--- src/common/enc_macros.svh ---
`ifndef ENC_MACROS_SVH
`define ENC_MACROS_SVH

// ------------------------------------------------------------
// encoder channel sizing
// ------------------------------------------------------------

// one edge-period counter, signed
`define ENC_CNT_WIDTH 16

// most negative 16-bit value, marks overflow / invalid period
`define ENC_OVERFLOW 16'h8000

// signed position counter
`define ENC_POS_WIDTH 32

`endif
--- src/common/enc_pkg.sv ---
`default_nettype none

`include "enc_macros.svh"

package enc_pkg;

    // ------------------------------------------------------------
    // synchronized encoder lines
    // ------------------------------------------------------------
    typedef struct packed {
        logic a_rise;   // one-cycle strobes
        logic a_fall;
        logic b_rise;
        logic b_fall;
        logic a_s;      // synchronized level of a
        logic b_s;      // synchronized level of b
    } enc_edges_t;

    // quadrature step decoded for a single-line change
    typedef struct packed {
        logic valid;
        logic dir;      // 1 = forward (a leads)
    } enc_step_t;

    // ------------------------------------------------------------
    // period word with the running count in the upper half
    // ------------------------------------------------------------
    typedef struct packed {
        logic [`ENC_CNT_WIDTH-1:0] running;  // live count since last edge
        logic [`ENC_CNT_WIDTH-1:0] latched;  // previous full period
    } enc_period_t;

endpackage

`default_nettype wire

--- src/source/enc_channel_top.sv ---
`timescale 1ns/1ps
`default_nettype none

`include "enc_macros.svh"

module enc_channel_top
    import enc_pkg::*;
(
    input  logic                            clk_fast,
    input  logic                            reset,      // async, active low
    input  logic                            a,
    input  logic                            b,
    output logic signed [`ENC_POS_WIDTH-1:0] position,
    output logic                            dir,
    output logic                            quad_error,
    output enc_period_t                     period
);

    enc_edges_t edges;  // strobes + synced levels
    enc_step_t  step;   // same-cycle step decode

    enc_input_sync u_input_sync (
        .clk_fast (clk_fast),
        .reset    (reset),
        .a        (a),
        .b        (b),
        .edges    (edges)
    );

    enc_quad_decoder u_quad_decoder (
        .clk_fast   (clk_fast),
        .reset      (reset),
        .edges      (edges),
        .step       (step),
        .position   (position),
        .dir        (dir),
        .quad_error (quad_error)
    );

    // period block counts with the registered dir
    enc_period_quad u_period_quad (
        .clk_fast (clk_fast),
        .reset    (reset),
        .edges    (edges),
        .step     (step),
        .dir      (dir),
        .period   (period)
    );

endmodule

`default_nettype wire

--- src/enc_period/enc_period_quad.sv ---
`timescale 1ns/1ps
`default_nettype none

module enc_period_quad
    import enc_pkg::*;
(
    input  logic        clk_fast,
    input  logic        reset,
    input  enc_edges_t  edges,
    input  enc_step_t   step,
    input  logic        dir,
    output enc_period_t period
);

    enc_period_t meas [4];  // indexed by edge kind
    logic [1:0]  sel;       // kind of the latest edge

    // ------------------------------------------------------------
    // one counter per edge kind
    // ------------------------------------------------------------
    enc_edge_period u_a_rise (
        .clk_fast    (clk_fast),
        .reset       (reset),
        .edge_strobe (edges.a_rise),
        .step        (step),
        .dir         (dir),
        .measure     (meas[0])
    );

    enc_edge_period u_a_fall (
        .clk_fast    (clk_fast),
        .reset       (reset),
        .edge_strobe (edges.a_fall),
        .step        (step),
        .dir         (dir),
        .measure     (meas[1])
    );

    enc_edge_period u_b_rise (
        .clk_fast    (clk_fast),
        .reset       (reset),
        .edge_strobe (edges.b_rise),
        .step        (step),
        .dir         (dir),
        .measure     (meas[2])
    );

    enc_edge_period u_b_fall (
        .clk_fast    (clk_fast),
        .reset       (reset),
        .edge_strobe (edges.b_fall),
        .step        (step),
        .dir         (dir),
        .measure     (meas[3])
    );

    // ------------------------------------------------------------
    // latest-edge select, a first on a tie
    // ------------------------------------------------------------
    always_ff @(posedge clk_fast or negedge reset) begin
        if (!reset)
            sel <= 2'd0;
        else if (edges.a_rise)
            sel <= 2'd0;
        else if (edges.a_fall)
            sel <= 2'd1;
        else if (edges.b_rise)
            sel <= 2'd2;
        else if (edges.b_fall)
            sel <= 2'd3;
    end

    // output stage, follows sel and the counters by one cycle
    always_ff @(posedge clk_fast or negedge reset) begin
        if (!reset)
            period <= '0;
        else
            period <= meas[sel];
    end

endmodule

`default_nettype wire

--- src/enc_period/enc_edge_period.sv ---
`timescale 1ns/1ps
`default_nettype none

`include "enc_macros.svh"

module enc_edge_period
    import enc_pkg::*;
(
    input  logic        clk_fast,
    input  logic        reset,
    input  logic        edge_strobe,  // one edge of this counter's kind
    input  enc_step_t   step,         // step decoded on the strobe cycle
    input  logic        dir,          // registered direction from decoder
    output enc_period_t measure
);

    logic [`ENC_CNT_WIDTH-1:0] running;
    logic [`ENC_CNT_WIDTH-1:0] latched;
    logic                      last_dir;   // step dir at previous own edge
    logic                      dir_break;  // reversal or error on this edge

    // error strobe counts as a reversal
    assign dir_break = ~step.valid | (step.dir != last_dir);

    // ------------------------------------------------------------
    // running count, saturates at the overflow marker
    // ------------------------------------------------------------
    always_ff @(posedge clk_fast or negedge reset) begin
        if (!reset) begin
            running <= '0;
        end else if (edge_strobe) begin
            running <= '0;  // new period starts
        end else if (running != `ENC_OVERFLOW) begin
            if (dir)
                running <= running + 1'b1;  // 7fff -> 8000 then hold
            else
                running <= running - 1'b1;  // 0 -> ffff ... 8000
        end
    end

    // ------------------------------------------------------------
    // latch on own edge
    // ------------------------------------------------------------
    always_ff @(posedge clk_fast or negedge reset) begin
        if (!reset) begin
            latched  <= '0;
            last_dir <= 1'b1;
        end else if (edge_strobe) begin
            if (dir_break)
                latched <= `ENC_OVERFLOW;  // period not meaningful
            else
                latched <= running;
            if (step.valid)
                last_dir <= step.dir;      // kept across an error
        end
    end

    assign measure.running = running;
    assign measure.latched = latched;

endmodule

`default_nettype wire

--- src/source/enc_quad_decoder.sv ---
`timescale 1ns/1ps
`default_nettype none

`include "enc_macros.svh"

module enc_quad_decoder
    import enc_pkg::*;
(
    input  logic                            clk_fast,
    input  logic                            reset,
    input  enc_edges_t                      edges,
    output enc_step_t                       step,
    output logic signed [`ENC_POS_WIDTH-1:0] position,
    output logic                            dir,
    output logic                            quad_error
);

    logic a_chg;    // a toggled this cycle
    logic b_chg;    // b toggled this cycle
    logic fwd;      // forward decode of the change
    logic both_chg; // illegal transition

    // ------------------------------------------------------------
    // combinational step decode
    // ------------------------------------------------------------
    assign a_chg    = edges.a_rise | edges.a_fall;
    assign b_chg    = edges.b_rise | edges.b_fall;
    assign both_chg = a_chg & b_chg;

    // a leading b counts as forward
    assign fwd = (edges.a_rise & ~edges.b_s) |
                 (edges.a_fall &  edges.b_s) |
                 (edges.b_rise &  edges.a_s) |
                 (edges.b_fall & ~edges.a_s);

    assign step.valid = a_chg ^ b_chg;  // exactly one line moved
    assign step.dir   = fwd;

    // ------------------------------------------------------------
    // position and direction registers
    // ------------------------------------------------------------
    always_ff @(posedge clk_fast or negedge reset) begin
        if (!reset) begin
            position <= '0;
            dir      <= 1'b0;
        end else if (step.valid) begin
            if (step.dir)
                position <= position + 1'b1;  // wraps in two's complement
            else
                position <= position - 1'b1;
            dir <= step.dir;
        end
    end

    // one pulse per double change while position holds above
    always_ff @(posedge clk_fast or negedge reset) begin
        if (!reset)
            quad_error <= 1'b0;
        else
            quad_error <= both_chg;
    end

endmodule

`default_nettype wire

--- src/source/enc_input_sync.sv ---
`timescale 1ns/1ps
`default_nettype none

module enc_input_sync
    import enc_pkg::*;
(
    input  logic       clk_fast,
    input  logic       reset,     // async, active low
    input  logic       a,         // raw encoder line a
    input  logic       b,         // raw encoder line b
    output enc_edges_t edges
);

    logic [2:0] a_pipe;  // [0],[1] metastability, [2] history
    logic [2:0] b_pipe;

    // ------------------------------------------------------------
    // three-stage shift per line
    // ------------------------------------------------------------
    always_ff @(posedge clk_fast or negedge reset) begin
        if (!reset) begin
            a_pipe <= 3'b000;  // a line held high gives a rise after release
            b_pipe <= 3'b000;
        end else begin
            a_pipe <= {a_pipe[1:0], a};
            b_pipe <= {b_pipe[1:0], b};
        end
    end

    // strobes come from stage 2 vs stage 3, registered once so that
    // the strobe lands in the cycle after the third edge
    always_ff @(posedge clk_fast or negedge reset) begin
        if (!reset) begin
            edges.a_rise <= 1'b0;
            edges.a_fall <= 1'b0;
            edges.b_rise <= 1'b0;
            edges.b_fall <= 1'b0;
        end else begin
            edges.a_rise <= a_pipe[1] & ~a_pipe[2];
            edges.a_fall <= ~a_pipe[1] & a_pipe[2];
            edges.b_rise <= b_pipe[1] & ~b_pipe[2];
            edges.b_fall <= ~b_pipe[1] & b_pipe[2];
        end
    end

    // history stage now holds the new level, aligned with the strobes
    assign edges.a_s = a_pipe[2];
    assign edges.b_s = b_pipe[2];

endmodule

`default_nettype wire

--- config.mk ---
export PLATFORM = sky130hd
export DESIGN_NAME = enc_channel_top
export DESIGN_NICKNAME = d
export VERILOG_FILES = /design/src/common/enc_pkg.sv /design/src/source/enc_channel_top.sv /design/src/enc_period/enc_period_quad.sv /design/src/enc_period/enc_edge_period.sv /design/src/source/enc_quad_decoder.sv /design/src/source/enc_input_sync.sv
export VERILOG_INCLUDE_DIRS = /design/src /design/src/common
export SDC_FILE = /design/constraint.sdc
export NUM_CORES = 1
export LEC_CHECK = 0
export ABC_CLOCK_PERIOD_IN_PS = 10330
export BUFFER_PORTS_ARGS = -buffer_cell sky130_fd_sc_hd__buf_2
export CORE_ASPECT_RATIO = 0.8
export CORE_MARGIN = 2
export CORE_UTILIZATION = 60
export DETAILED_ROUTE_END_ITERATION = 16
export PLACE_DENSITY = 0.83
export SETUP_SLACK_MARGIN = 0.1
export SYNTH_ARGS = -nofsm -noshare
export SYNTH_HDL_FRONTEND = slang
export SYNTH_SLANG_ARGS = --single-unit
--- constraint.sdc ---
create_clock -name clk_fast -period 10.33 [get_ports clk_fast]
set_input_delay 0.5165 -clock clk_fast [delete_from_list [all_inputs] [get_ports clk_fast]]
set_output_delay 0.5165 -clock clk_fast [all_outputs]
set_load 0.005 [all_outputs]
* After elaboration in Yosys (flattened, before gate mapping)
Cells that the tools add are included.
** Word-level totals
- Register bits :: 210
- Input port bits :: 4
- Output and inout bits :: 66
- Word-level logic and storage cells :: 101
** Cells by class
- Add/subtract/negate cells :: 10
- Order comparisons :: 1
- Equality and inequality tests :: 8
- Multiplexer cells :: 24
- Bitwise logic cells :: 25
- Reductions and logical operators :: 9
** Operator list (count)
- 2-to-1 mux 16 bit :: 16
- 2-to-1 mux 32 bit :: 3
- adder 16 x 1 -> 16 bit, second input constant :: 4
- binary-select mux 32 bit (select 2 bit) :: 1
- != test 16 bit, second input constant :: 4
- subtractor 16 x 1 -> 16 bit, second input constant :: 4
- adder 32 x 1 -> 32 bit, second input constant :: 1
- subtractor 32 x 1 -> 32 bit, second input constant :: 1
- bitwise AND 1 bit :: 9
- OR 1 bit :: 9
- 2-to-1 mux 2 bit :: 4
- AND reduction 2 bit :: 4
- nonzero test 2 bit :: 4
- NOT 1 bit :: 5
- != test 1 bit :: 4
- nonzero test 4 bit :: 1
- >= comparator 3 bit, second input constant :: 1
- NOT 2 -> 3 bit :: 1
- bitwise XOR 1 bit :: 1

* Depth between registers and ports, before layout
- Depth after elaboration :: 8
- Mapped depth :: 16
- Mapped depth without buffers :: 12

* Modules after synthesis
Synthesis repeated with hierarchy kept, for this count alone.
** Unflattened totals
- Cells, all modules :: 1159
- Area total of the unflattened synthesis :: 12288.0 µm²
** By module, submodules not included
- enc_edge_period :: times used 4, cells an instance 188, area an instance 1913.1 µm²
- enc_quad_decoder :: times used 1, cells an instance 312, area an instance 2636.3 µm²
- enc_period_quad :: times used 1, cells an instance 79, area an instance 1699.1 µm²
- enc_input_sync :: times used 1, cells an instance 16, area an instance 300.3 µm²

* Least setup slack after synthesis
Ideal clock, no wire load.
- Path type :: reg-to-reg
- From :: register u_quad_decoder.dir
- To :: register u_period_quad.u_a_fall.running[15]
- Arrival :: 3.725 ns
- Path slack :: 6.476 ns
- Stages on the path, launching flop included :: 12
- Path buffers :: 1
- Clock period less this slack :: 3.854 ns
- Cell sequence :: dfrtp_1 clkbuf_1 inv_1 ha_1 a21o_1 a21o_1 a2111oi_0 o31ai_1 a41o_1 o31ai_2 xnor2_1 o21bai_1
** Between the ends
- Word-level cells in the longest chain between the ends :: 3
** RTL lines
- start: declaration :: RTL line enc_quad_decoder.sv:14 : output logic dir,
- start signal: assignment :: RTL line enc_quad_decoder.sv:51 : dir <= step.dir;
- 2-to-1 mux 16 bit :: RTL line enc_edge_period.sv:34 : if (dir)
- 2-to-1 mux 16 bit :: RTL line enc_edge_period.sv:33 : end else if (running != `ENC_OVERFLOW) begin
- 2-to-1 mux 16 bit :: RTL line enc_edge_period.sv:31 : end else if (edge_strobe) begin
- end signal: assignment :: RTL line enc_edge_period.sv:35 : running <= running + 1'b1;
- end signal: assignment :: RTL line enc_edge_period.sv:37 : running <= running - 1'b1;
- end: declaration :: RTL line enc_edge_period.sv:17 : logic [`ENC_CNT_WIDTH-1:0] running;
Every way passes these cells. The select of a mux whose other input is x is not followed.
A chain may end at the register's enable or synchronous reset.

* Worst setup path in the final report
- From :: register, netlist name u_input_sync.edges[2]
- To :: register u_quad_decoder.position[30]
** Between the ends
- Word-level cells in the longest chain between the ends :: 3
** RTL lines
- bitwise AND 1 bit :: RTL line enc_quad_decoder.sv:34 : (edges.b_fall & ~edges.a_s);
- OR 1 bit :: RTL line enc_quad_decoder.sv:33 : (edges.b_rise & edges.a_s) |
- 2-to-1 mux 32 bit :: RTL line enc_quad_decoder.sv:47 : if (step.dir)
- end signal: assignment :: RTL line enc_quad_decoder.sv:48 : position <= position + 1'b1;
- end signal: assignment :: RTL line enc_quad_decoder.sv:50 : position <= position - 1'b1;
- end: declaration :: RTL line enc_quad_decoder.sv:13 : output logic signed [`ENC_POS_WIDTH-1:0] position,
Several ways; a longest one is shown, not always the timed one.

==> results.json <==
{
  "status": "finished clean",
  "synth_compound_area_frac": 0.133,
  "stdcell_area_um2": 13200,
  "synth-simple-area-share": 0.167,
  "fin_crit_ns": 4.08,
  "synth_area_leaders": "dfrtp_1, ha_1, mux4_2",
  "postRouteAntennaNets": 0,
  "nets": 1321,
  "avgViaCountPerCell": 6.35,
  "start_kind": "register",
  "dieWidth_um": 161,
  "worst_slew_pin_slew_ns": 1.08,
  "synth_warnings": 0,
  "n_fill_cell": 1456,
  "fmax_mhz": 245,
  "cp_cell_sequence": "mux2i_2 > nand2_4 > xnor2_1 > ha_1 > or4_1 > nor3_2 > o221ai_2 > a41oi_1 > a31oi_1 > a21oi_1 > xnor2_1 > mux2_2",
  "core-area_um2": 19600,
  "synth-seq-area-share": 0.442,
  "synth_largest_area_cell": "dfrtp_1",
  "final_util": 0.671,
  "ys_ff_latch": 210,
  "power_density_nw_per_um2": 333,
  "gp_congestion": 0.893,
  "synth_area_per_cell_um2": 9.82,
  "seq_area_um2": 5260,
  "grt_max_degree": 94,
  "cts_root_buf": "clkbuf_16",
  "cp.buffers_inverters": 0,
  "layout_commonest_cell": "dfrtp_1",
  "yosys.area_share.xor_xnor": 0.0647,
  "top_layer": "met4",
  "placed_area_um2": 12400,
  "synth_nets": 1280,
  "synthCells": 1212,
  "drt_iter0_markers": 1000,
  "worst-path-max-fanout": 45,
  "wl_per_cell_um": 19.8,
  "wl_met1_mm": 12.7,
  "cp_top_family": "simple AND/OR/NAND/NOR gates",
  "power_leakage_uw": 0.00590,
  "wl_met3_mm": 2.97,
  "antenna_found_initial": 0,
  "rsz0062_at_grt": "no",
  "cts_sinks": 210,
  "drt-total-wl_mm": 30.3,
  "grt_pass1_wl_mm": 48.9,
  "path_clk_slew_ns": 0.06,
  "synth_mux_area_frac": 0.0724,
  "initial_core_util": 0.607,
  "setup_viol": 0,
  "async_flop_share": 1.00,
  "synth_cell_types": 67,
  "cp-startpoint": "u_input_sync.edges[2]",
  "cp_data_arrival_time_ns": 4.46,
  "cts_made_buffers": 22,
  "ys.flop_type": "dfrtp_1",
  "grt_pass1_vias": 9235,
  "drive_gt1_frac": 0.143,
  "post_cts_resized": 0,
  "yosysTopAreaCellShare": 0.433,
  "crit_top_cell": "xnor2_1",
  "finalMaxSlewViolations": 0,
  "layout_common_cells": "dfrtp_1, nand2_1, o21ai_0",
  "slew_headroom": 0.278,
  "row_count": 46,
  "insertion_delay_ns": 0.53,
  "r2r_start": "u_input_sync.edges[2]",
  "synth_fa_ha_area_frac": 0.0698,
  "r2r_setup_slack_ns": 6.25,
  "final.setup.tns_ns": 0,
  "multiInputGateArea_um2": 6040,
  "hold_violations": 0,
  "peakVddDrop_mv": 0.134,
  "synth-edff-count": 0,
  "synthToLayoutAreaGrowth_pct": 10.6,
  "die_area_um2": 21000,
  "dp_hpwl_mm": 20.4,
  "hold_class": "primary input to asynchronous set/reset pin",
  "max_stage_delay_ns": 0.69,
  "grt_overflow": 0,
  "max_cap_viol_count": 0,
  "cts_tree": "built",
  "io_buffer_count": 69,
  "diodes": 0,
  "cts_setup_buffers": 0,
  "die_h_um": 130,
  "crit_slowest_cell": "dfrtp_1",
  "clockBufferDepth": 3,
  "drc": 0,
  "grt_usage": 0.293,
  "crit_path_end_kind": "register",
  "vias": 9740,
  "finalCritPeriodShare": 0.395,
  "hold_buffers": 0,
  "skew_ns": 0.0295,
  "crit_required_ns": 10.72,
  "worstSetupPathType": "register to register",
  "syn_area_um2": 11900,
  "h-tree-depth": 1,
  "io_pins": 70,
  "synth_top_family_by_area": "simple AND/OR/NAND/NOR gates",
  "dr.pass1.iters": 5,
  "wl_met2_mm": 13.7
}
cells by family (layout without fill, tap and decap cells):
family / Yosys count / after routing
compound gates: 256 / 256
xor+xnor: 88 / 88
flops: 210 / 210
simple gates: 395 / 395
buf+inv: 154 / 211
mux: 45 / 45
fa+ha+maj: 64 / 64
flip-flops by register name, indices dropped and copies added (netlist names):
register and flops:
u_input_sync.a_pipe 3, u_input_sync.b_pipe 3, u_input_sync.edges 4, u_period_quad.period 32
u_period_quad.sel 2, u_period_quad.u_a_fall.last_dir 1, u_period_quad.u_a_fall.latched 16, u_period_quad.u_a_fall.running 16
u_period_quad.u_a_rise.last_dir 1, u_period_quad.u_a_rise.latched 16, u_period_quad.u_a_rise.running 16, u_period_quad.u_b_fall.last_dir 1
u_period_quad.u_b_fall.latched 16, u_period_quad.u_b_fall.running 16, u_period_quad.u_b_rise.last_dir 1, u_period_quad.u_b_rise.latched 16
u_period_quad.u_b_rise.running 16, u_quad_decoder.dir 1, u_quad_decoder.position 32, u_quad_decoder.quad_error 1
power breakdown:
group	switching [µW]	internal (µW)	leakage [µW]
logic	1040	923	0.00287
clock network	337	510	0.000388
registers	449	1130	0.00265
total	1820	2560	0.00590
cells in the mapped netlist (7+ instances only):
master    number
dfrtp_1      206
nand2_1      114
o21ai_0       98
inv_1         95
nor2_1        85
xnor2_1       63
ha_1          60
a21oi_1       55
clkbuf_1      41
nor3_1        34
mux4_2        32
nor4_1        31
a21o_1        25
xor2_1        25
nand4_1       21
nor2b_1       18
nand3_1       17
and3_1        15
o21a_1        12
a31oi_1       11
nand2b_1      11
buf_2         10
o21bai_1       9
or3_1          9
mux2i_1        8
and2_1         7
or2_2          7
worst paths after layout:
path / endpoint / cells past startpoint
worst max-delay path: u_quad_decoder.position[30] / 12
worst min-delay path: u_period_quad.u_a_rise.running[10] / 1
worst max register to register: u_quad_decoder.position[30] / 12
worst min register to register: u_input_sync.b_pipe[1] / 0
max in group asynchronous: u_period_quad.u_b_rise.running[10] / 2
min in group clk_fast: u_input_sync.b_pipe[0] / 1
final cells by class:
type,instances,area share
Inverter,96,0.0274
Tap cell,264,0.0251
Timing Repair Buffer,75,0.0304
Sequential cell,210,0.399
Clock inverter,11,0.0109
Clock buffer,29,0.0484
Multi-Input combinational cell,848,0.458
per-stage QoR:
stage | std cells | setup slack (ns) | hold WS (ns) | power [µW]
floorplan | 1212 | 6.48 | 0.221 | 2910
global placement | 1493 | 6.53 | 0.337 | 3390
detailed placement | 1493 | 6.37 | 0.336 | 3480
CTS | 1533 | 6.33 | 0.0303 | 4360
global route | 1533 | 6.01 | 0.0448 | 4680
finish | 1533 | 6.25 | 0.00429 | 4380
routing by layer:
layer,global-route usage,up-vias
met5,0,-
met4,0.0945,0
met3,0.0505,92
met2,0.453,508
met1,0.426,4778
li1,-,4362
No activity file was read; power rests on OpenSTA's default activity.
